<file path="src/dm_clear_counter.sv">
`timescale 1ns/100ps

module dm_clear_counter #(
	parameter int dm_words = 1024
) (
	input  logic                        clk,
	input  logic                        start,
	input  logic                        enable,
	output logic [$clog2(dm_words)-1:0] clear_index,
	output logic                        last
);

	localparam int aw = $clog2(dm_words);

	logic [aw-1:0] count;

	// During start the index is word 0 and the register loads word 1.
	assign clear_index = start ? '0 : count;
	assign last = (clear_index == aw'(dm_words - 1));

	always_ff @(posedge clk) begin
		if (start) begin
			count <= aw'(1);
		end else if (enable && !last) begin
			count <= count + 1'b1;
		end
	end

endmodule

</file>
<file path="config.mk">
export PLATFORM = sky130hd
export DESIGN_NAME = dm_clear_counter
export DESIGN_NICKNAME = d
export VERILOG_FILES = /design/src/dm_clear_counter.sv
export SDC_FILE = /design/constraint.sdc
export NUM_CORES = 1
export LEC_CHECK = 0
export BUFFER_PORTS_ARGS = -buffer_cell sky130_fd_sc_hd__buf_4
export CAP_MARGIN = 15
export CORE_AREA = 5 5 42 44
export DETAILED_ROUTE_END_ITERATION = 10
export DIE_AREA = 0 0 47 49
export SYNTH_ARGS = -nofsm -noshare
export SYNTH_HDL_FRONTEND = slang
export SYNTH_SLANG_ARGS = --single-unit
</file>
<file path="constraint.sdc">
create_clock -name clk -period 4.3 [get_ports clk]
set_input_delay 0.86 -clock clk [delete_from_list [all_inputs] [get_ports clk]]
set_output_delay 0.86 -clock clk [all_outputs]
set_load 0.02 [all_outputs]
</file>
==> results of run 1 <==
[cell usage in the layout (no fill, tap or decap)]
cell      count
o21ai_0       2
and4_1        1
and3_1        2
nand3_1       2
and2_1        2
inv_1         1
clkbuf_4      3
and4_4        1
a31oi_1       2
or3_1         1
and2b_1       1
or4_1         1
buf_4        13
nand4_1       2
nor2b_1      11
nor3_1        2
xnor2_1       1
nor2_1        5
dfxtp_1      10
mux2_2        2
mux2i_1       1
ha_1          1
nand2_1       2
a21oi_1       5
a21bo_2       1
a311oi_1      1
[final cells by class]
class                      instances  share of cell area (%)
inverter                           1                   0.570
timing repair buffer              13                    14.8
tap                               16                    3.04
clock buffer                       3                    3.42
multi-input combinational         49                    47.7
sequential                        10                    30.4
[per-layer routing]
metal	GRT usage [%]	vias up
met4	6.91	0
met5	0	-
li1	-	251
met1	14.6	224
met2	16.1	8
met3	2.58	2
[cells in the mapped netlist (all sizes together)]
library cell,number,area [um^2]
a31oi,2,12.5
or3,1,6.26
nor2,5,18.8
a311oi,1,8.76
nand3,2,10.0
buf,2,22.5
and2,2,12.5
dfxtp,10,200
and2b,1,7.51
mux2,2,22.5
nand4,2,12.5
nor2b,11,68.8
o21ai,2,10.0
ha,1,12.5
and4,2,20.0
a21oi,5,25.0
clkbuf,2,7.51
nor3,2,10.0
mux2i,1,10.0
a21bo,1,10.0
or4,1,7.51
inv,1,3.75
and3,2,12.5
xnor2,1,8.76
nand2,2,7.51
[worst max-delay path: stages]
cell     delay (ps)
buf_4           180
nor2b_1         200
and4_4          290
buf_4           150
[through the flow]
| stage | cells | total power [mW] | hold slack [ps] | util [%] | setup WS, ps |
|---|---|---|---|---|---|
| floorplan | 64 | 0.112 | 473 | - | 1780 |
| global placement | 89 | 0.118 | 515 | 45.4 | 1780 |
| detailed placement | 89 | 0.119 | 519 | 45.4 | 1760 |
| CTS | 92 | 0.184 | 532 | 47.0 | 1760 |
| global route | 92 | 0.190 | 564 | 47.0 | 1700 |
| finish | 92 | 0.182 | 537 | 47.0 | 1760 |
[final timing paths]
path | startpoint | end | slack (ps)
worst max register to register | count[3] | count[1] | 2810
worst min-delay path | count[4] | count[4] | 540
worst max-delay path | start | last | 1760
worst min register to register | count[4] | count[4] | 540
[kinds of logic (layout without fill, tap and decap cells)]
kind of cell	count (synthesis)	count (layout)	synth area share [%]
simple gates	33	33	35.4
compound gates	11	11	12.1
buf+inv	5	17	6.16
flops	10	10	36.5
fa+ha+maj	1	1	2.28
xor+xnor	1	1	1.60
mux	3	3	5.94
[power groups by stage]
stage / Combinational, mW / Sequential [mW] / Clock [mW]
floorplan: 0.0125 / 0.0995 / 0
global placement: 0.0184 / 0.100 / 0
detailed placement: 0.0187 / 0.100 / 0
CTS: 0.0189 / 0.0981 / 0.0671
global route: 0.0208 / 0.0988 / 0.0702
finish: 0.0186 / 0.0982 / 0.0648
==> results.ini, run 1 <==
[routing]
ant_nets=0
drc_errors=0
vias=485
wl_mm=1.15
drtPass1Iterations=2
via_per_inst=5.27
post_drt_wl_per_cell_um=12.5
met2_length_um=508
dr_wl_met3_um=49
drt_first_iter_violations=4
top_layer_used=met4
m1WireLength_um=578

[finish]
largest_reg_flops=10
regMostFlops=count
area_growth_pct=20.1
final_area_um2=658
largestRegisters=count x10
seqCellArea_um2=200
diodes=0
fillers=148
nets=82
multiInputGateArea_um2=314
drive_gt1_share_pct=26.3

[clock_network]
cts_htree_levels=1
clk_latency_ps=260
cts_root_buffer=clkbuf_4
cts_buffer_depth=2
cts_setup_buffers=0
cts_made_buffers=3
worst_setup_hold_path_clk_slew_ps=70
cts_sinks=10
cts-resized-gates=0
ctsHoldBuffers=0
cts_tree=built

[placement]
place_congestion=0.722
placed_area_um2=636
hpwlAfterDp_um=829
port_buffers=13

[global_routing]
grt_pass1_vias=461
antenna_found_initial=0
grt_use_total_pct=11.2
grt_pass1_wl_mm=1.93
grt-ovfl-total=0
grt_max_degree=21

[setup_path]
criticalPathCategory=primary input to output pin
arrival_ps=1680
cp_max_fo=20
endpoint_kind=output pin
r2r_cells=4
cp.required_ps=3440
start_kind=primary input

[yosys]
yosysSeqAreaShare_pct=36.5
syn_area_um2=548
ys_warn_count=0
syn-num-nets=68
ys_ff_latch=10
synth_cell_types=26
syn_area_per_cell_um2=8.56
postSynthCellCount=64

[floorplanning]
fp.dieW_um=47
start_util_pct=39.1
core_area_mm2=0.00140
dieArea_mm2=0.00230
rows=14
fp.dieH_um=49
boundaryPins=14

[pwr]
p_seq_share_pct=54.1
switching_power_mw=0.0453
powerDensity_mw_per_mm2=276
swShare_pct=24.9
clkPwrFrac_pct=35.7
combPwrFrac_pct=10.3
power.internal_mw=0.136
leakagePower_nw=0.292
vdd_drop_max_mv=0.143

[sta]
fin_crit_sh_pct=59.1
fin_worst_skew_ps=2.56
setup_violations=0
max_freq_ghz=0.393
slew_headroom_pct=84.9
slew_violations=0
rsz0062_at_grt=no
worst_pin_slew_ps=225
hold_viol_final=0
tns_ps=0
period_needed_ps=2540

[min_path]
min_delay_path_depth=2
hp-class=flip-flop to flip-flop

[run]
maxCapViolCount=0

[run_status]
run_status=complete, no violations

(Power assumes the default switching activity.)
==> run 2: changes to the inputs <==
==> constraint.sdc (replaced) <==
create_clock -name clk -period 2.57 [get_ports clk]
set_input_delay 0.514 -clock clk [delete_from_list [all_inputs] [get_ports clk]]
set_output_delay 0.514 -clock clk [all_outputs]
set_load 0.02 [all_outputs]
==> run 2 against run 1 <==
  * Critical path depth is 1 lower
  * Register-to-register slack worse by 1700 ps
  * Die area unchanged
  * Power increased by 66%
  * Sequential share of layout area did not move
  * Core utilization did not move
  * Combinational power rose by 65%
  * Largest cell class unchanged
  * Largest power group unchanged
==> results.ini, run 2 (synthesis results as in run 1) <==
[clock_network]
cts_setup_buffers=0
cts-resized-gates=0
cts_buffer_depth=2
worst_setup_hold_path_clk_slew_ps=60
ctsHoldBuffers=0
cts_tree=built
cts_sinks=10
cts_made_buffers=3
clk_latency_ps=260
cts_htree_levels=1
cts_root_buffer=clkbuf_4

[floorplanning]
core_area_mm2=0.00140
fp.dieH_um=49
start_util_pct=39.1
rows=14
boundaryPins=14
dieArea_mm2=0.00230
fp.dieW_um=47

[sta]
setup_violations=0
whs_ps=521
max_freq_ghz=0.512
slew_headroom_pct=84.7
tns_ps=0
fin_worst_skew_ps=1.83
rsz0062_at_grt=no
worst_pin_slew_ps=229
fin_crit_sh_pct=75.9
hold_viol_final=0
slew_violations=0
period_needed_ps=1950

[routing]
drtPass1Iterations=2
via_per_inst=5.14
m1WireLength_um=499
wl_mm=1.07
top_layer_used=met4
post_drt_wl_per_cell_um=11.6
ant_nets=0
dr_wl_met3_um=50
met2_length_um=486
drt_first_iter_violations=1
drc_errors=0
vias=473

[finish]
nets=82
final_common_cell=buf_4
largest_reg_flops=10
final_cell_mix=buf_4, nor2b_1, dfxtp_1
diodes=0
regMostFlops=count
drive_gt1_share_pct=26.3
area_growth_pct=20.1
largestRegisters=count x10

[global_routing]
grt_use_total_pct=10.7
grt_pass1_vias=429
antenna_found_initial=0
grt_pass1_wl_mm=1.79
grt-ovfl-total=0
grt_max_degree=21

[pwr]
powerDensity_mw_per_mm2=457
leakagePower_nw=0.292
vdd_drop_max_mv=0.266

[run]
maxCapViolCount=0

[setup_path]
cp_max_fo=7
arrival_ps=1440
r2r_cells=4
criticalPathCategory=flip-flop to output pin
r2r-start=count[3]
ff2ff_setup_slack_ps=1110
start_kind=flip-flop
timing.rr.end=count[1]
endpoint_kind=output pin
cp.required_ps=2060

[placement]
place_congestion=0.697
hpwlAfterDp_um=788
port_buffers=13

[min_path]
holdPathEnd=count[7]
min_delay_path_depth=1
hold_path_startpoint=count[7]
hp-class=flip-flop to flip-flop

[run_status]
run_status=complete, no violations

[run 2: cell counts in the layout (fill, tap and decap cells not counted)]
No cell type changed its count.
[run 2: cell type report]
cell class                 instances  area, um^2
sequential                        10         200
clock buffer                       3        22.5
tap                               16        20.0
timing repair buffer              13        97.6
multi-input combinational         49         314
inverter                           1        3.75
fill                             149         743
[run 2: worst max-delay path, stage by stage (launching register included)]
cell	delay [ps]
dfxtp_1	420
and4_1	320
and4_4	290
buf_4	150
[run 2: metrics by stage]
step	worst slack (ps)	instances	power [mW]	util [%]	cell area, um^2
after floorplan	741	64	0.187	-	548
after global placement	746	89	0.198	45.4	636
after detailed placement	725	89	0.199	45.4	636
after CTS	617	92	0.307	47.0	658
after global routing	536	92	0.320	47.0	658
final	618	92	0.301	47.0	658
[run 2: report_power, final]
part           internal [mW]  switching, mW
logic                 0.0143         0.0164
clock network         0.0541         0.0522
registers              0.160        0.00439
total                  0.228         0.0730
[run 2: how the worst max path moves through the flow]
stage,startpoint,to,depth (start not counted)
floorplan,start,last,3
global route,count[4],last,3
detailed placement,start,last,4
global placement,start,last,4
CTS,count[3],last,3
finish,count[3],last,3
[run 2: metal layers]
metal  global-route usage, %  up-vias
met5                       0        -
met4                    8.29        0
met3                    2.58        4
met2                    14.5        8
met1                    13.7      210
li1                        -      251
==> run 3: changes to the inputs <==
--- a/config.mk
+++ b/config.mk
@@ -10,6 +10,7 @@
 export CORE_AREA = 5 5 42 44
 export DETAILED_ROUTE_END_ITERATION = 10
 export DIE_AREA = 0 0 47 49
+export PLACE_DENSITY = 0.67
 export SYNTH_ARGS = -nofsm -noshare
 export SYNTH_HDL_FRONTEND = slang
 export SYNTH_SLANG_ARGS = --single-unit
==> constraint.sdc (replaced) <==
create_clock -name clk -period 1.73 [get_ports clk]
set_input_delay 0.346 -clock clk [delete_from_list [all_inputs] [get_ports clk]]
set_output_delay 0.346 -clock clk [all_outputs]
set_load 0.02 [all_outputs]
==> run 3 against run 2 <==
  * Core utilization rose by 0.98 points
  * Count of clock-buffer cells in the layout did not move
  * Critical path depth stayed put
  * Critical endpoint unchanged
==> results.ini, run 3 (synthesis results as in run 1) <==
[floorplanning]
dieArea_mm2=0.00230
boundaryPins=14
start_util_pct=39.1
fp.dieH_um=49
rows=14
core_area_mm2=0.00140
fp.dieW_um=47

[routing]
post_drt_wl_per_cell_um=11.7
vias=494
drt_first_iter_violations=4
via_per_inst=5.31
ant_nets=0
drtPass1Iterations=2
drc_errors=0
wl_mm=1.08

[pwr]
powerDensity_mw_per_mm2=665
vdd_drop_max_mv=0.532
leakagePower_nw=0.298

[clock_network]
cts_sinks=10
clk_latency_ps=260
cts_root_buffer=clkbuf_4
cts_tree=built
cts-resized-gates=1
cts_setup_buffers=0
cts_made_buffers=3
cts_htree_levels=1
ctsHoldBuffers=0
cts_buffer_depth=2
worst_setup_hold_path_clk_slew_ps=60

[setup_path]
endpoint_kind=output pin
arrival_ps=1310
timing.rr.end=count[6]
cp_max_fo=7
r2r-start=count[0]
start_kind=flip-flop
r2r_cells=5
cp.required_ps=1380
ff2ff_setup_slack_ps=310
criticalPathCategory=flip-flop to output pin

[placement]
port_buffers=13
hpwlAfterDp_um=792
place_congestion=0.743
placed_cells=90

[finish]
diodes=0
final_cell_mix=buf_4, nor2b_1, dfxtp_1
final_common_cell=buf_4
largestRegisters=count x10
nets=83
layout.cells.non_filler=93
area_growth_pct=22.6
regMostFlops=count
drive_gt1_share_pct=31.2
largest_reg_flops=10

[sta]
max_freq_ghz=0.603
fin_worst_skew_ps=4.47
slew_violations=0
fin_crit_sh_pct=95.8
slew_headroom_pct=84.0
rsz0062_at_grt=no
setup_violations=0
period_needed_ps=1660
worst_pin_slew_ps=239
tns_ps=0
hold_viol_final=0

[min_path]
hp-class=primary input to flip-flop
hold_path_startpoint=enable
holdPathEnd=count[0]
min_delay_path_depth=3

[global_routing]
grt-ovfl-total=0
grt_pass1_vias=445
grt_pass1_wl_mm=1.77
met3_usage_pct=3.69
grt.met2_usage_pct=13.6
antenna_found_initial=0
grt_max_degree=21
top_usage_layer=met2
grt_use_total_pct=10.7
gr-usage-met1_pct=13.4

[run_status]
run_status=complete, no violations

[run]
maxCapViolCount=0

==> run 3: changes by cell type in the layout (fill, tap and decap cells not counted), sizes merged <==
cell and delta:
buf +1
==> run 3: how the worst max path moves through the flow <==
stage,start,to,slack [ps]
2_1_floorplan,count[9],count[1],130
3_3_place_gp,start,last,260
3_5_place_dp,start,last,220
4_1_cts,count[4],last,2
5_1_grt,count[5],last,6
6_report,count[5],last,70
==> run 3: per-layer routing <==
layer / share of wire (%) / routed length, um
met5: 0 / 0
met2: 39 / 428
met1: 50 / 543
met4: 4.4 / 48
met3: 5.8 / 63
==> run 3: stage by stage <==
stage / util (%) / hold slack, ps / cell area, um^2 / total power, mW / worst slack [ps]
2_1_floorplan: - / 473 / 548 / 0.278 / 128
3_3_place_gp: 45.9 / 518 / 643 / 0.295 / 256
3_5_place_dp: 45.9 / 517 / 643 / 0.295 / 223
4_1_cts: 47.6 / 359 / 667 / 0.456 / 2.24
5_1_grt: 47.9 / 357 / 672 / 0.477 / 6.21
6_report: 47.9 / 370 / 672 / 0.447 / 72.1
==> run 3: final cells by class <==
type | count | area [um^2]
inverter | 1 | 3.75
fill | 151 | 729
clock buffer | 3 | 22.5
multi-input combinational | 49 | 319
tap | 16 | 20.0
timing repair buffer | 14 | 105
sequential | 10 | 201
==> run 3: worst max-delay path, cell delays in order (launching register included) <==
cell	delay, ps
dfxtp_1	370
and4_4	270
and4_4	260
buf_4	150
==> run 3: power breakdown <==
| part | internal (mW) | switching [mW] | total (mW) | leakage, nW |
|---|---|---|---|---|
| Clock | 0.0802 | 0.0757 | 0.156 | 0.0138 |
| Combinational | 0.0216 | 0.0253 | 0.0469 | 0.203 |
| Sequential | 0.237 | 0.00676 | 0.244 | 0.0817 |
