<file path="config.mk">
export PLATFORM = sky130hd
export DESIGN_NAME = dm_load_extract
export DESIGN_NICKNAME = d
export VERILOG_FILES = /design/src/dm_pkg.sv /design/src/dm_load_extract.sv
export SDC_FILE = /design/constraint.sdc
export NUM_CORES = 1
export LEC_CHECK = 0
export ABC_CLOCK_PERIOD_IN_PS = 1400
export BUFFER_PORTS_ARGS = -buffer_cell sky130_fd_sc_hd__buf_2
export CORE_MARGIN = 8
export CORE_UTILIZATION = 42
export DETAILED_ROUTE_END_ITERATION = 10
export PLACE_DENSITY = 0.8
export SETUP_SLACK_MARGIN = 0.15
export SYNTH_ARGS = -nofsm -noshare
export SYNTH_HDL_FRONTEND = slang
export SYNTH_SLANG_ARGS = --single-unit
</file>
<file path="constraint.sdc">
create_clock -name vclk -period 1.4
set_clock_uncertainty 0.2 [all_clocks]
set_input_delay 0.21 -clock vclk [all_inputs]
set_output_delay 0.21 -clock vclk [all_outputs]
set_load 0.01 [all_outputs]
</file>
<file path="src/dm_pkg.sv">
package dm_pkg;

	localparam int dm_word_bytes = 4;

	// Data word, used for store data, RAM words and load results.
	typedef logic [31:0] dm_word_t;

	// Byte address.
	typedef logic [31:0] dm_addr_t;

	// Word index, the byte offset divided by four.
	typedef logic [29:0] dm_index_t;

	// One enable per byte lane of a word.
	typedef logic [dm_word_bytes-1:0] dm_byte_en_t;

	// Access size and extension rule.
	typedef enum logic [2:0] {
		mode_none = 3'd0,
		mode_w    = 3'd1,
		mode_h    = 3'd2,
		mode_hu   = 3'd3,
		mode_b    = 3'd4,
		mode_bu   = 3'd5
	} dm_mode_e;

	// Memory stage request, sampled every cycle.
	typedef struct packed {
		dm_addr_t read_addr;
		dm_addr_t write_addr;
		dm_word_t write_data;
		logic     write_enable;
		dm_mode_e mode;
	} dm_req_t;

	// Decoded access handed to the RAM.
	typedef struct packed {
		dm_index_t   word_index;
		dm_byte_en_t byte_en;
		dm_word_t    lane_data;
		logic        invalid;
	} dm_lane_t;

endpackage

</file>
<file path="src/dm_load_extract.sv">
`timescale 1ns/100ps

module dm_load_extract import dm_pkg::*; (
	input  dm_word_t rd_word,
	input  dm_mode_e mode,
	input  logic [1:0] byte_sel,
	input  logic invalid,
	input  logic ready,
	output dm_word_t read_result
);

	logic [15:0] half;
	logic [7:0]  lane;
	dm_word_t    extended;

	// Bit 1 picks the halfword, both bits pick the byte.
	assign half = byte_sel[1] ? rd_word[31:16] : rd_word[15:0];
	assign lane = rd_word[{byte_sel, 3'b000} +: 8];

	always_comb begin
		case (mode)
			mode_w: begin
				extended = rd_word;
			end
			mode_h: begin
				extended = {{16{half[15]}}, half};
			end
			mode_hu: begin
				extended = {16'b0, half};
			end
			mode_b: begin
				extended = {{24{lane[7]}}, lane};
			end
			mode_bu: begin
				extended = {24'b0, lane};
			end
			default: begin
				extended = '0;
			end
		endcase
	end

	// Nothing leaves the memory while it is being cleared.
	assign read_result = (invalid || !ready) ? '0 : extended;

endmodule

</file>
==> impl_metrics.csv, run 1 <==
group,metric,value,unit
run_status,status,"finished with violations",
run_status,failed_checks,"setup timing",
die,die_x,69.6,um
critical_path,end_kind,"primary output",
place,dp_cells,266,
critical_path,cp_slowest_cell,"a221oi_2",
global_route,grt_pass1_wl,9380,um
finish,syn2layout_area_growth,100,%
timing,hold_violations,0,
synth,synth_area_leaders,"a221oi_2 (16%), a22oi_1 (15%), mux2_2 (14%)",
drt,drc,0,
die,die_area,4840,um2
global_route,grt_max_degree,37,
timing,post-route-min-period,1.91,ns
timing,finalSetupViolCount,32,
place,gp_congestion,0.945,
critical_path,endpoint,"read_result[22]",
critical_path,worstSetupStartpointType,"input port",
critical_path,arrival,1.50,ns
global_route,grtUsageTotal,22.6,%
finish,nClkBuffers,0,
synth,synth_top_area_share,16.2,%
timing,fin_ws,-0.512,ns
critical_path,critPathBufInv,6,
drt,avgViaCountPerCell,7.01,
finish,n_sequential_cell,0,
hold_path,min_path_type,"input port to primary output",
drt,drt_pre_antenna_iters,5,
power,p_leak,0.954,nW
synth,syn-num-nets,195,
power,power-per-cell-area,293,nW/um2
synth,seq_area_frac_synth,0,%
finish,fin_nets,295,
place,place_hpwl,3790,um
finish,drive_above_1_share,75.6,%
finish,fillers,138,
synth,synthCells,156,
die,start_util,44.1,%
synth,synthMostInstantiatedCell,"a22oi_1",
critical_path,cp.required,0.99,ns
timing,min_period_over_period,137,%
drt,ant_nets,0,
die,rows,19,
critical_path,crit_path_start,"mode[1]",
drt,drt_iter0_drc,242,
drt,drt-total-wl,7320,um
synth,synth_common_cells,"a22oi_1 (24), nand2_1 (17), o21ai_0 (16)",
synth,yosysUniqueCellTypes,28,
die,core_area,2730,um2
critical_path,worstPathCellList,"buf_12 > buf_6 > nor3b_4 > buf_6 > buf_12 > buf_16 > a22oi_2 > a221oi_2 > buf_2",
finish,insertedDiodeCount,0,
finish,instances_no_fill,285,
critical_path,max_stage_delay,0.25,ns
place,io_buffer_count,71,
power,ir_worst_vdd,0.000228,V
synth,synth-warning-count,0,
drt,vias,1999,
critical_path,path_delay_family,"buffers and inverters",
drt,wl_per_cell,25.7,um
critical_path,path_depth,9,
clocking,ctsHoldBuffers,0,
critical_path,crit_fanout,8,
finish,multiInputGateArea,1350,um2
timing,slew_viol_final,0,
synth,synth_area_per_cell,7.72,um2
timing,fmax,523,MHz
die,io_pins,71,
place,dp_slack,-0.598,ns
synth,netlist_area,1200,um2
job,max-cap-violations,0,
timing,tightestPinTransition,0.383,ns
timing,hold_ws,0.599,ns
timing,timing.slew.headroom,74.2,%
finish,regArea,0,um2
die,fp.dieH,69.6,um
critical_path,worstSetupPathType,"input port to primary output",
global_route,grt_pass1_vias,1800,
synth,yosys.area.top_type,"a221oi_2",
global_route,grt_antenna_before_repair,0,
global_route,grt_overflow,0,
timing,grt_setup_unrepaired,"yes",
## layout make-up
cell class	instances	area share [%]
multi-input combinational	136	56.2
tap	31	1.61
timing repair buffer	118	42.2
## cell families after synthesis
| kind of cell | count (synthesis) | synth area share [%] |
|---|---|---|
| compound gates | 74 | 49.9 |
| buf+inv | 20 | 10.4 |
| mux | 16 | 15.3 |
| simple gates | 46 | 24.4 |
## where the power goes
group	total, mW	internal [mW]	switching [mW]
clock network	0	0	0
logic	0.707	0.344	0.363
registers	0	0	0
total	0.707	0.344	0.363
## how the worst min path moves through the flow
| stage | from | end | slack, ns | depth (start not counted) |
|---|---|---|---|---|
| after global placement | rd_word[17] | read_result[17] | 0.58 | 4 |
| after CTS | rd_word[17] | read_result[17] | 0.58 | 4 |
| after detailed placement | rd_word[19] | read_result[19] | 0.59 | 4 |
| final | rd_word[18] | read_result[18] | 0.60 | 4 |
| after floorplan | rd_word[18] | read_result[18] | 0.32 | 2 |
| after global routing | rd_word[19] | read_result[19] | 0.61 | 4 |
## placed cells by master (no fill, tap or decap)
cell type	n
o21ai_2	5
a31oi_4	3
and2b_2	1
nor4b_4	1
nor2b_1	10
a31oi_1	3
mux2_4	2
a21oi_1	1
buf_8	2
a221oi_4	3
mux2_2	14
o21ai_0	9
buf_6	5
a22oi_1	8
nor2b_4	1
o21ai_1	2
a22oi_2	17
and3b_1	1
a221oi_2	13
a31oi_2	3
nor3b_4	2
and2_2	1
clkbuf_16	3
buf_2	69
nor4bb_1	1
nand4b_1	1
or3_1	1
nand2_1	16
nand3b_1	9
o21ai_4	1
buf_12	11
buf_4	24
nand2_4	1
a21oi_2	6
buf_16	4
## routing by layer
layer / wire, um / track usage [%] / vias to the layer above / part of all wire [%]
li1: - / - / 833 / -
met2: 3580 / 39.7 / 177 / 49
met4: 503 / 11.2 / 0 / 6.9
met3: 640 / 4.72 / 49 / 8.7
met5: 0 / 0 / - / 0
met1: 2590 / 24.9 / 940 / 35
## per-stage QoR
stage | setup TNS, ns | power (mW) | cell area [um2] | utilization (%)
after global routing | -15.46 | 0.733 | 2410 | 88.1
final | -13.95 | 0.707 | 2410 | 88.1
after detailed placement | -16.50 | 0.490 | 1850 | 67.7
after CTS | -12.68 | 0.611 | 2220 | 81.3
after global placement | -15.40 | 0.479 | 1850 | 67.7
after floorplan | -5.23 | 0.304 | 1370 | -
## what timing repair did
action / 4_1_cts / 5_1_grt
pin swaps: 11 / 9
setup buffers: 10 / 2
setup endpoints to repair: 32 / 32
resized for setup: 40 / 16
gates cloned: 4 / 3
Note: power is estimated with default switching activity, not from simulation.
==> inputs of run 2 (changes only) <==
GPL_TIMING_DRIVEN = 0   (was default)
PLACE_DENSITY = 0.81   (was 0.8)
==> run 2 against run 1 <==
First-iteration DRC count shrank 10%. Clock-buffer cell count is the same. Design area shrank 8.3%. Die area is the same. Critical endpoint is now read_result[23]. Core utilization shrank 7.3 points. Maximum frequency grew 0.23%. Sequential cell count is the same. The flow still finishes with violations (setup timing). Worst setup slack gained 0.0043 ns. Global-route usage shrank 2.8 points. Non-clock buffer count shrank 13. Final cell count shrank 4.6%. Largest cell class unchanged. Power shrank 13%.
==> impl_metrics.csv, run 2 (same netlist as run 1, synthesis figures left out) <==
group,metric,value,unit
run_status,status,"finished with violations",
run_status,failed_checks,"setup timing",
finish,drive_above_1_share,72.2,%
critical_path,worstSetupStartpointType,"input port",
drt,wl_per_cell,21.2,um
power,ir_worst_vdd,0.000225,V
global_route,grt_overflow,0,
hold_path,min_path_type,"input port to primary output",
timing,slew_viol_final,0,
global_route,grt_max_degree,11,
power,power-per-cell-area,278,nW/um2
finish,n_sequential_cell,0,
drt,drt_iter0_drc,217,
drt,ant_nets,0,
critical_path,cp_slowest_cell,"nor3b_4",
place,io_buffer_count,70,
power,p_leak,0.871,nW
critical_path,end_kind,"primary output",
timing,grt_setup_unrepaired,"yes",
global_route,grt_pass1_vias,1733,
finish,layout.cells.most_common_list,"buf_2 (66), a22oi_1 (18), o21ai_0 (16)",
critical_path,path_delay_family,"buffers and inverters",
timing,timing.slew.headroom,73.4,%
timing,fin_ws,-0.507,ns
critical_path,path_depth,8,
finish,final_common_cell,"buf_2",
global_route,grt_antenna_before_repair,0,
global_route,grt_pass1_wl,8490,um
critical_path,arrival,1.50,ns
die,fp.dieH,69.6,um
timing,tns,-14.13,ns
job,max-cap-violations,0,
timing,tightestPinTransition,0.395,ns
die,core_area,2730,um2
die,die_x,69.6,um
critical_path,max_stage_delay,0.24,ns
die,start_util,44.1,%
drt,drt_pre_antenna_iters,4,
timing,hold_violations,0,
place,place_hpwl,3660,um
clocking,ctsHoldBuffers,0,
global_route,grtUsageTotal,19.8,%
die,io_pins,71,
die,die_area,4840,um2
finish,syn2layout_area_growth,83.4,%
drt,drc,0,
critical_path,worstPathCellList,"buf_6 > buf_12 > nor3b_4 > buf_6 > clkbuf_16 > nand2_2 > a221oi_2 > buf_2",
critical_path,crit_path_frequent_cell,"buf_6",
critical_path,worstSetupPathType,"input port to primary output",
critical_path,critPathBufInv,5,
timing,min_period_over_period,136,%
drt,drt-total-wl,5760,um
critical_path,cp.required,0.99,ns
die,rows,19,
place,postPlaceCellArea,1760,um2
timing,post-route-min-period,1.91,ns
critical_path,crit_fanout,6,
place,gp_congestion,0.891,
finish,nClkBuffers,0,
finish,final_core_util,80.8,%
critical_path,endpoint,"read_result[23]",
place,dp_slack,-0.629,ns
finish,insertedDiodeCount,0,
timing,hold_ws,0.578,ns
drt,vias,1758,
drt,avgViaCountPerCell,6.46,
critical_path,crit_path_start,"mode[1]",
finish,fin_nets,282,
timing,finalSetupViolCount,32,
timing,fmax,524,MHz
finish,fin_area,2210,um2
finish,regArea,0,um2
-- run 2: what timing repair did --
item,in CTS,in global routing
endpoints found under the hold margin,0,0
setup endpoints to repair,32,32
pin swaps,8,11
resized for setup,36,25
cloned,2,2
buffers inserted,10,1
-- run 2: routing by layer --
metal  vias to the layer above  track usage (%)  wire length (um)
met4                         0             1.82                89
met2                        87             34.4              2840
li1                        807                -                 -
met3                        11             2.86               394
met1                       853             25.6              2430
met5                         -                0                 0
-- run 2: layout make-up --
type,instances,area [um2]
Buffer,20,229
Fill cell,166,524
Multi-Input combinational cell,136,1360
Tap cell,31,38.8
Timing Repair Buffer,85,587
-- run 2: worst min-delay path, delay by kind of cell --
family	cells	cell delay [ns]
AO/OA/AOI/OAI	1	0.05
buffers and inverters	2	0.25
AND/OR/NAND/NOR	1	0.06
-- run 2: worst min path at each step --
stage                     start               to  cells after the start
finish              rd_word[20]  read_result[20]                      4
global route        rd_word[19]  read_result[19]                      4
global placement    rd_word[17]  read_result[17]                      4
detailed placement  rd_word[17]  read_result[17]                      4
floorplan           rd_word[18]  read_result[18]                      2
CTS                 rd_word[17]  read_result[17]                      4
-- run 2: per-stage QoR --
stage | total power [mW] | instances
after floorplan | 0.304 | 156
after global placement | 0.454 | 257
after detailed placement | 0.458 | 257
after CTS | 0.538 | 269
after global routing | 0.644 | 272
final | 0.614 | 272
-- run 2: power breakdown --
part	internal, mW	switching (mW)	leakage, nW
Sequential	0	0	0
Combinational	0.288	0.326	0.871
Clock	0	0	0
==> inputs of run 3 (changes only) <==
SKIP_LAST_GASP = 1   (was default)
==> run 3 against run 2 <==
The flow still finishes with violations (setup timing). Worst setup slack better by 0.016 ns. Routed wire length fell by 2.4%. Via count fell by 1.5%. Global-route usage up 0.12 points. Highest routed layer unchanged.
==> impl_metrics.csv, run 3 (same netlist as run 1, synthesis figures left out) <==
group,metric,value,unit
critical_path,arrival,1.48,ns
power,ir_worst_vdd,0.000226,V
global_route,grt_max_degree,11,
die,start_util,44.1,%
place,dp_cells,257,
drt,drc,0,
hold_path,min_path_type,"input port to primary output",
die,rows,19,
die,fp.dieH,69.6,um
die,die_x,69.6,um
die,core_area,2730,um2
finish,multiInputGateArea,1350,um2
timing,grt_setup_unrepaired,"yes",
finish,instances_no_fill,274,
drt,wl_per_cell,20.5,um
drt,vias,1731,
finish,fin_nets,284,
finish,final_common_cell,"buf_2",
timing,fin_ws,-0.491,ns
place,place_hpwl,3660,um
timing,slew_viol_final,0,
drt,drt_iter0_drc,166,
place,io_buffer_count,70,
finish,layout.cells.most_common_list,"buf_2 (67), a22oi_1 (21), o21ai_0 (16)",
critical_path,cp.required,0.99,ns
die,die_area,4840,um2
finish,syn2layout_area_growth,83.7,%
power,power-per-cell-area,275,nW/um2
drt,drt_pre_antenna_iters,4,
drt,drt-total-wl,5620,um
finish,n_sequential_cell,0,
timing,tns,-13.64,ns
global_route,grt_antenna_before_repair,0,
finish,final_core_util,81.0,%
finish,insertedDiodeCount,0,
clocking,ctsHoldBuffers,0,
drt,avgViaCountPerCell,6.32,
timing,finalSetupViolCount,32,
critical_path,crit_fanout,6,
timing,timing.slew.headroom,75.2,%
die,io_pins,71,
run_status,failed_checks,"setup timing",
global_route,grt_overflow,0,
critical_path,end_kind,"primary output",
finish,regArea,0,um2
run_status,status,"finished with violations",
global_route,grt_pass1_vias,1730,
timing,tightestPinTransition,0.369,ns
power,p_total,0.608,mW
timing,min_period_over_period,135,%
power,p_leak,0.901,nW
place,gp_congestion,0.891,
timing,post-route-min-period,1.89,ns
critical_path,worstSetupStartpointType,"input port",
timing,fmax,529,MHz
critical_path,worstSetupPathType,"input port to primary output",
drt,ant_nets,0,
timing,hold_violations,0,
global_route,grt_pass1_wl,8540,um
finish,drive_above_1_share,70.4,%
finish,nClkBuffers,0,
finish,fillers,168,
job,max-cap-violations,0,
global_route,grtUsageTotal,19.9,%
run 3: path summary, 6_finish.rpt:
path	from	endpoint	slack, ns	cells past startpoint
min	rd_word[17]	read_result[17]	0.58	4
max	mode[1]	read_result[26]	-0.49	8
run 3: critical path, cell delays in order:
cell and delay [ns]:
buf_6 0.10, buf_12 0.13, nor3b_4 0.22, buf_6 0.18, clkbuf_16 0.17, nand2_4 0.04
a221oi_2 0.26, buf_2 0.17
run 3: per-stage QoR:
step / hold slack [ns] / instance area, um2 / worst slack [ns]
floorplan: 0.317 / 1370 / -0.201
global placement: 0.579 / 1760 / -0.624
detailed placement: 0.580 / 1760 / -0.629
CTS: 0.581 / 2020 / -0.440
global route: 0.591 / 2210 / -0.519
finish: 0.576 / 2210 / -0.491
run 3: metal layers:
metal / global-route usage [%] / routed length [um] / vias to the layer above
met5: 0 / 0 / -
met4: 1.59 / 44 / 0
met3: 2.86 / 324 / 4
li1: - / - / 813
met2: 34.4 / 2840 / 72
met1: 26.0 / 2410 / 842
run 3: area by class of cell:
cell class	count	share of cell area, %
plain buffers	20	10.3
well taps	31	1.75
repair buffers	87	26.9
multi-input cells	136	61.0
run 3: report_power, final:
part	switching, mW	internal [mW]
Sequential	0	0
Combinational	0.320	0.288
Clock	0	0
Total	0.320	0.288
run 3: repair_timing:
item	CTS	global route
endpoints found under the setup margin	32	32
buffers inserted	10	2
resized for setup	35	23
gates cloned	2	3
pin swaps	7	18
endpoints found under the hold margin	0	0
