===== config.mk =====
export PLATFORM = sky130hd
export DESIGN_NAME = dm_access_decode
export DESIGN_NICKNAME = d
export VERILOG_FILES = /design/src/dm_pkg.sv /design/src/dm_access_decode.sv
export SDC_FILE = /design/constraint.sdc
export NUM_CORES = 1
export LEC_CHECK = 0
export BUFFER_PORTS_ARGS = -buffer_cell sky130_fd_sc_hd__buf_2
export CAP_MARGIN = 40
export CELL_PAD_IN_SITES_DETAIL_PLACEMENT = 2
export CELL_PAD_IN_SITES_GLOBAL_PLACEMENT = 2
export CORE_ASPECT_RATIO = 0.8
export CORE_MARGIN = 2
export CORE_UTILIZATION = 11
export DETAILED_ROUTE_END_ITERATION = 6
export PLACE_DENSITY_LB_ADDON = 0.12
export REMOVE_ABC_BUFFERS = 1
export SYNTH_ARGS = -nofsm -noshare
export SYNTH_HDL_FRONTEND = slang
export SYNTH_SLANG_ARGS = --single-unit

===== constraint.sdc =====
create_clock -name vclk -period 1.77
set_clock_uncertainty 0.15 [all_clocks]
set_input_delay 0.4425 -clock vclk [all_inputs]
set_output_delay 0.4425 -clock vclk [all_outputs]
set_load 0.005 [all_outputs]

===== src/dm_pkg.sv =====
package dm_pkg;

	localparam int dm_word_bytes = 4;

	// Data word, used for store data, RAM words and load results.
	typedef logic [31:0] dm_word_t;

	// Byte address.
	typedef logic [31:0] dm_addr_t;

	// Word index, the byte offset divided by four.
	typedef logic [29:0] dm_index_t;

	// One enable per byte lane of a word.
	typedef logic [dm_word_bytes-1:0] dm_byte_en_t;

	// Access size and extension rule.
	typedef enum logic [2:0] {
		mode_none = 3'd0,
		mode_w    = 3'd1,
		mode_h    = 3'd2,
		mode_hu   = 3'd3,
		mode_b    = 3'd4,
		mode_bu   = 3'd5
	} dm_mode_e;

	// Memory stage request, sampled every cycle.
	typedef struct packed {
		dm_addr_t read_addr;
		dm_addr_t write_addr;
		dm_word_t write_data;
		logic     write_enable;
		dm_mode_e mode;
	} dm_req_t;

	// Decoded access handed to the RAM.
	typedef struct packed {
		dm_index_t   word_index;
		dm_byte_en_t byte_en;
		dm_word_t    lane_data;
		logic        invalid;
	} dm_lane_t;

endpackage


===== src/dm_access_decode.sv =====
`timescale 1ns/100ps

module dm_access_decode import dm_pkg::*; #(
	parameter int dm_words = 1024,
	parameter dm_addr_t base_addr = 32'h0000_0000
) (
	input  dm_req_t  req,
	output dm_lane_t wr_lane,
	output dm_lane_t rd_lane
);

	localparam dm_addr_t window_bytes = dm_addr_t'(dm_words) << 2;

	dm_addr_t    op_addr;
	dm_addr_t    op_off;
	dm_addr_t    wr_off;
	dm_addr_t    rd_off;
	logic        in_range;
	logic        aligned;
	dm_byte_en_t byte_en;
	dm_word_t    lane_data;

	// A store checks its write address, everything else the read address.
	assign op_addr = req.write_enable ? req.write_addr : req.read_addr;
	assign op_off = op_addr - base_addr;
	assign wr_off = req.write_addr - base_addr;
	assign rd_off = req.read_addr - base_addr;

	assign in_range = (op_addr >= base_addr) && (op_off < window_bytes);

	always_comb begin
		case (req.mode)
			mode_w:          aligned = (op_addr[1:0] == 2'b00);
			mode_h, mode_hu: aligned = ~op_addr[0];
			default:         aligned = 1'b1;
		endcase
	end

	// Store lanes.
	always_comb begin
		case (req.mode)
			mode_w:  byte_en = 4'b1111;
			mode_h:  byte_en = req.write_addr[1] ? 4'b1100 : 4'b0011;
			mode_b:  byte_en = 4'b0001 << req.write_addr[1:0];
			default: byte_en = 4'b0000;
		endcase
	end

	// Data is copied to every lane so the RAM never has to merge bytes.
	always_comb begin
		case (req.mode)
			mode_h:  lane_data = {2{req.write_data[15:0]}};
			mode_b:  lane_data = {4{req.write_data[7:0]}};
			default: lane_data = req.write_data;
		endcase
	end

	assign wr_lane.word_index = wr_off[31:2];
	assign wr_lane.byte_en = byte_en;
	assign wr_lane.lane_data = lane_data;
	assign wr_lane.invalid = ~(in_range && aligned);

	assign rd_lane.word_index = rd_off[31:2];
	assign rd_lane.byte_en = '0;
	assign rd_lane.lane_data = '0;
	assign rd_lane.invalid = 1'b0;

endmodule


==> results.cfg, run 1 <==
[sta]
setup_slack_ns = -0.3046
hold_viol_final = 0
post-route-period-util_pct = 117.2
rsz0062_at_grt = true
finalSetupViolCount = 29
finalMaxSlewViolations = 0
min_period_ns = 2.075
fmax_mhz = 482.0
whs_ns = 0.7350

[pwr]
sw_frac_of_total_pct = 44.79
clkPwrFrac_pct = 0
power_density_nw_per_um2 = 249.7
p_sw_mw = 0.3048
total_power_mw = 0.6804
power_frac_comb_pct = 100.0
irDropWorstVdd_mv = 0.04528
seqPwrFrac_pct = 0
p_leak_nw = 1.322
intPower_mw = 0.3756

[global_route]
antenna_found_initial = 0
grt_pass1_wl_um = 12500
grt.overflow.total = 0
track_usage_pct = 11.18
grt_pass1_vias = 1894
grt_max_degree = 9

[cells_and_area]
fillers = 1621
final_nets = 439
design.seq.count = 0
layout.cells.most_common_list = 135 x buf_2, 37 x conb_1, 26 x buf_6, 20 x buf_4, 12 x nor2_1
nClkBuffers = 0
drive_above_1_share_pct = 74.48
multiInputGateArea_um2 = 1127
n_antenna_cell = 0
instances_no_fill = 517
layout_commonest_cell = buf_2
seq_area_um2 = 0
area_growth_pct = 75.79

[flow_run]
drv_cap = 0

[floorplan]
initial_core_util_pct = 11.36
die_area_um2 = 15060
core_um2 = 13650
die_h_um = 110.2
ioPinCount = 234
fp.dieW_um = 136.7
rows = 38

[place]
placed_cells = 509
dp_hpwl_um = 7866
place_ws_ns = -0.3869
gp_congestion = 0.7309
io_buffers = 157

[run_status]
violations = negative setup slack
status = finished, violations left

[drt]
antenna_left = 0
highest_layer = met5
wl_met3_um = 1051
wl_met1_um = 3567
num_vias = 1822
wire_per_inst_um = 17.43
vias_per_cell = 3.524
dr.pass1.iters = 4
dr_wl_met2_um = 4232
drc = 0
drt-initial-drc-count = 31
routed_wl_um = 9012

[logic_synthesis]
synthTopCellsByArea = buf_4 52%, mux2_2 12%, a21oi_1 5.5%
synth_top_family_by_area = buffers and inverters
synth-adder-area-share_pct = 0
synth-simple-area-share_pct = 14.93
ys_seq_area_share_pct = 0
synth_cell_types = 32
syn_area_um2 = 1550
syn_area_per_cell_um2 = 6.983
syn_inst = 222
synth-compound-area-share_pct = 16.87
yosysTopAreaCell = buf_4
yosysWarnings = 0
synth-xor-area-share_pct = 1.049
synth_top_area_share_pct = 51.82
synthMuxAreaShare_pct = 11.62

[worst_setup_path]
crit_arrival_ns = 1.48
crit_chain = buf_8 > nor4b_4 > nand4_1 > a221oi_2 > o41ai_1 > buf_2
critPathKind = in2out
end_kind = primary output
required_ns = 1.18
slowest_delay_ns = 0.27
critPathMaxFanout = 2
startpoint_type = input port
slowest_stage = a221oi_2
path_delay_family = simple AND/OR/NAND/NOR gates
path_buf_inv = 2

[cts]
cts_hold_buffers = 0

[worst_hold_path]
holdCritPathClass = in2out
==> synth_stat cells, types with 2 or more instances <==
cell type  count
buf_2          4
nor2_1        16
or3_1          6
o22ai_1       10
a211oi_1       2
inv_1          3
nor4_1         7
o21ai_0        6
a21oi_1       17
mux2_2        16
a31o_2         2
clkbuf_1       2
nor3_1         2
nand4_1        2
buf_4        107
o32ai_1        2
nand2_1        3
==> layer usage <==
layer	vias to the layer above	GRT usage (%)
li1	861	-
met1	866	13.58
met2	89	17.89
met3	4	5.853
met4	2	0.5208
met5	-	5.556
==> area by class of cell <==
type | instances | share of cell area, %
tap | 180 | 8.264
inverter | 4 | 0.8724
timing repair buffer | 193 | 49.49
multi-input combinational | 140 | 41.37
==> worst paths after layout <==
check	endpoint	slack [ns]	start	cells past startpoint
max	wr_lane[0]	-0.30	req[66]	6
min	wr_lane[40]	0.74	req[41]	0
==> per-stage QoR <==
stage | utilization (%) | setup TNS [ns] | cell area (um^2)
3_3_place_gp | 15.31 | -9.395 | 2090
4_1_cts | 19.14 | -5.115 | 2611
5_1_grt | 19.97 | -5.657 | 2725
2_1_floorplan | - | 0 | 843.3
6_report | 19.97 | -4.509 | 2725
3_5_place_dp | 15.31 | -9.124 | 2090
==> power by group through the flow <==
stage | Sequential, mW | Combinational [mW] | Clock (mW)
global placement | 0 | 0.500 | 0
CTS | 0 | 0.656 | 0
finish | 0 | 0.680 | 0
floorplan | 0 | 0.144 | 0
detailed placement | 0 | 0.503 | 0
global route | 0 | 0.742 | 0
==> cell families after synthesis <==
logic type / Yosys count
mux: 16
other cells: 1
buf+inv: 118
simple gates: 43
xor+xnor: 1
compound gates: 43
==> timing repair <==
action / in CTS / in global routing
hold endpoints to repair: 0 / 0
endpoints found under the setup margin: 29 / 29
setup buffers: 3 / 5
cloned: 3 / 0
gates resized for setup: 92 / 31
pin swaps: 28 / 27
Note: power is estimated with default switching activity, not from simulation.
==> run 2, diff against run 1 <==
--- a/config.mk
+++ b/config.mk
@@ -15,6 +15,7 @@
 export DETAILED_ROUTE_END_ITERATION = 6
 export PLACE_DENSITY_LB_ADDON = 0.12
 export REMOVE_ABC_BUFFERS = 1
+export SLEW_MARGIN = 5
 export SYNTH_ARGS = -nofsm -noshare
 export SYNTH_HDL_FRONTEND = slang
 export SYNTH_SLANG_ARGS = --single-unit
==> constraint.sdc (replaced) <==
create_clock -name vclk -period 1.85
set_clock_uncertainty 0.15 [all_clocks]
set_input_delay 0.4625 -clock vclk [all_inputs]
set_output_delay 0.4625 -clock vclk [all_outputs]
set_load 0.005 [all_outputs]
==> results.cfg, run 2 (synthesized netlist as in run 1, its figures left out) <==
[worst_setup_path]
end_kind = primary output
critPathKind = in2out
required_ns = 1.24
crit_arrival_ns = 1.50
critPathMaxFanout = 2
startpoint_type = input port

[cells_and_area]
layout_commonest_cell = buf_2
design.seq.count = 0
layout.cells.most_common_list = 135 x buf_2, 37 x conb_1, 26 x buf_6, 18 x buf_4, 12 x nor2_1
final_nets = 439
nClkBuffers = 0
drive_above_1_share_pct = 75.96
area_growth_pct = 78.13
fin_util_pct = 20.24
seq_area_um2 = 0
instances_no_fill = 518

[place]
io_buffers = 157
gp_congestion = 0.7368
placed_cells = 508
place_ws_ns = -0.3614
dp_hpwl_um = 7871

[drt]
drt-initial-drc-count = 48
num_vias = 1833
antenna_left = 0
wire_per_inst_um = 17.66
dr.pass1.iters = 4
vias_per_cell = 3.539
routed_wl_um = 9146
drc = 0

[cts]
cts_hold_buffers = 0

[pwr]
power_density_nw_per_um2 = 238.9
intPower_mw = 0.3642
p_sw_mw = 0.2955
irDropWorstVdd_mv = 0.03935
p_leak_nw = 1.326
sw_frac_of_total_pct = 44.80
power_frac_comb_pct = 100.0
seqPwrFrac_pct = 0
clkPwrFrac_pct = 0

[global_route]
antenna_found_initial = 2
track_usage_pct = 11.16
grt_pass1_vias = 1908
grt_pass1_wl_um = 12380
grt_max_degree = 9
grt.overflow.total = 0

[sta]
hold_viol_final = 0
post-route-period-util_pct = 114.1
fmax_mhz = 473.6
finalMaxSlewViolations = 0
finalSetupViolCount = 29
rsz0062_at_grt = true
setup_slack_ns = -0.2616
min_period_ns = 2.112
whs_ns = 0.7750

[run_status]
status = finished, violations left
violations = negative setup slack

[floorplan]
rows = 38
initial_core_util_pct = 11.36
die_h_um = 110.2
die_area_um2 = 15060
fp.dieW_um = 136.7
core_um2 = 13650
ioPinCount = 234

[worst_hold_path]
hold_depth = 0
holdCritPathClass = in2out

[flow_run]
drv_cap = 0
run 2: cell types whose count changed in the layout (fill, tap and decap cells not counted), moves of 2 or more:
cell     change
o21ai_2      +2
buf_12       +2
o21ai_1      -3
or3_4        +3
a21oi_2      +2
or3_1        -3
buf_4        -2
nand2_4      -2
run 2: cell type report:
cell class,instances,area [um^2]
inverters,4,18.77
fillers,1614,10880
well taps,180,225.2
multi-input cells,140,1154
repair buffers,193,1361
diodes,1,2.502
run 2: worst max-delay path: stages:
cell      delay [ns]
buf_2           0.13
nor4_4          0.28
nand4_1         0.14
a221oi_2        0.25
o41ai_1         0.10
buf_2           0.14
run 2: layer usage:
layer  GRT usage, %  routed length (um)  up-vias  part of all wire, %
li1               -                   -      863                    -
met1          13.11                3489      873                   38
met2          18.11                4381       91                   48
met3          6.219                1118        4                   12
met4         0.5208                  48        2                 0.52
met5          5.903                 108        -                  1.2
run 2: through the flow:
stage / total power, mW / instance area, um^2 / setup TNS, ns
final: 0.6596 / 2761 / -3.716
after global routing: 0.7190 / 2761 / -4.783
after CTS: 0.6288 / 2614 / -4.125
after detailed placement: 0.4858 / 2107 / -8.136
after global placement: 0.4835 / 2107 / -8.212
after floorplan: 0.1376 / 843.3 / 0
run 2: path summary, 6_finish.rpt:
path	from	to	slack, ns
max	req[99]	wr_lane[0]	-0.26
min	req[41]	wr_lane[40]	0.78
run 2: power by group through the flow:
stage | Clock, mW | Combinational, mW | Sequential (mW)
after detailed placement | 0 | 0.486 | 0
after CTS | 0 | 0.629 | 0
after global placement | 0 | 0.484 | 0
final | 0.0000000722 | 0.660 | 0
after global routing | 0.0000000722 | 0.719 | 0
after floorplan | 0 | 0.138 | 0
run 2: repair_timing:
action / in CTS / in global routing
setup buffers: 6 / 2
pin swaps: 26 / 19
endpoints found under the hold margin: 0 / 0
gates resized for setup: 86 / 36
cloned: 2 / 0
endpoints found under the setup margin: 29 / 29
==> run 3, diff against run 2 <==
==> constraint.sdc (replaced) <==
create_clock -name vclk -period 1.85
set_clock_uncertainty 0.15 [all_clocks]
set_input_delay 0.37 -clock vclk [all_inputs]
set_output_delay 0.37 -clock vclk [all_outputs]
set_load 0.005 [all_outputs]
==> results.cfg, run 3 (synthesized netlist as in run 1, its figures left out) <==
[run_status]
status = finished, violations left
violations = negative setup slack

[pwr]
intPower_mw = 0.3201
power_frac_comb_pct = 100.0
power_density_nw_per_um2 = 236.4
seqPwrFrac_pct = 0
p_leak_nw = 1.233
sw_frac_of_total_pct = 46.01
irDropWorstVdd_mv = 0.04348
p_sw_mw = 0.2727
clkPwrFrac_pct = 0
total_power_mw = 0.5928

[place]
dp_hpwl_um = 7827
gp_congestion = 0.7423
io_buffers = 157
placed_cells = 508

[worst_setup_path]
worst_path_most_repeated_cell = buf_2
end_kind = primary output
crit_arrival_ns = 1.38
startpoint_type = input port
startpoint = req[63]
slowest_stage = nor4_4
critPathMaxFanout = 2
path_delay_family = simple AND/OR/NAND/NOR gates
required_ns = 1.33
slowest_delay_ns = 0.28
critPathKind = in2out
endpoint = wr_lane[0]
path_depth = 6
crit_chain = buf_2 > nor4_4 > nand2_1 > a221oi_2 > o41ai_1 > buf_2
path_buf_inv = 2

[drt]
num_vias = 1814
highest_layer = met5
vias_per_cell = 3.543
drt-initial-drc-count = 18
wire_per_inst_um = 17.33
wl_met1_um = 3384
wl_met3_um = 1168
antenna_left = 0
drc = 0
routed_wl_um = 8874
dr.pass1.iters = 4
dr_wl_met2_um = 4169

[sta]
hold_viol_final = 0
setup_slack_ns = -0.05164
min_period_ns = 1.902
rsz0062_at_grt = true
post-route-period-util_pct = 102.8
fmax_mhz = 525.9
finalMaxSlewViolations = 0
finalSetupViolCount = 1
tns_ns = -0.05164
whs_ns = 0.5900

[cells_and_area]
area_growth_pct = 61.74
layout.cells.most_common_list = 142 x buf_2, 37 x conb_1, 20 x buf_4, 17 x buf_6, 16 x nor2_1
seq_area_um2 = 0
design.seq.count = 0
nClkBuffers = 0
layout_commonest_cell = buf_2
drive_above_1_share_pct = 69.79
final_nets = 433
instances_no_fill = 512

[global_route]
grt_max_degree = 11
track_usage_pct = 10.90
grt_pass1_vias = 1904
grt_pass1_wl_um = 12180
grt.overflow.total = 0
antenna_found_initial = 1

[floorplan]
core_um2 = 13650
fp.dieW_um = 136.7
die_area_um2 = 15060
die_h_um = 110.2
rows = 38
ioPinCount = 234
initial_core_util_pct = 11.36

[worst_hold_path]
hold_depth = 0
holdCritPathClass = in2out

[flow_run]
drv_cap = 0

[cts]
cts_hold_buffers = 0
run 3: changes by cell type in the layout (fill, tap and decap cells not counted), moves of 4 or more:
cell,delta
nor2_1,+4
a21oi_1,+7
buf_8,-4
buf_6,-9
a21oi_2,-8
buf_2,+7
run 3: worst min-delay path by stage:
| stage | to | start | slack, ns |
|---|---|---|---|
| 2_1_floorplan | rd_lane[37] | req[70] | 0.59 |
| 3_3_place_gp | wr_lane[40] | req[41] | 0.59 |
| 3_5_place_dp | wr_lane[40] | req[41] | 0.59 |
| 4_1_cts | wr_lane[40] | req[41] | 0.59 |
| 5_1_grt | wr_lane[45] | req[46] | 0.59 |
| 6_report | wr_lane[40] | req[41] | 0.59 |
run 3: per-layer routing:
metal	global-route usage (%)	vias to the layer above
met5	5.903	-
met4	0.4464	2
met3	6.493	4
met2	17.71	101
met1	12.56	860
li1	-	847
run 3: stage by stage:
step	setup WS, ns	cell area, um^2	utilization [%]
finish	-0.05164	2507	18.38
global route	-0.1709	2507	18.38
CTS	-0.07707	2371	17.38
detailed placement	-0.1712	2095	15.35
global placement	-0.2109	2095	15.35
floorplan	0.2266	843.3	-
run 3: cell type report:
class | instances | area [um^2]
Antenna cell | 1 | 2.502
Fill cell | 1642 | 11140
Inverter | 4 | 22.52
Multi-Input combinational cell | 140 | 1047
Tap cell | 180 | 225.2
Timing Repair Buffer | 187 | 1210
run 3: repair_timing:
item,4_1_cts,5_1_grt
pin swaps,9,14
buffers inserted,0,2
cloned,1,0
gates resized for setup,52,24
setup endpoints to repair,29,21
run 3: power by group through the flow:
stage	clock, mW	combinational [mW]	sequential, mW
after CTS	0	0.567	0
final	0.0000000722	0.593	0
after global routing	0.0000000722	0.650	0
after global placement	0	0.481	0
after detailed placement	0	0.482	0
after floorplan	0	0.138	0
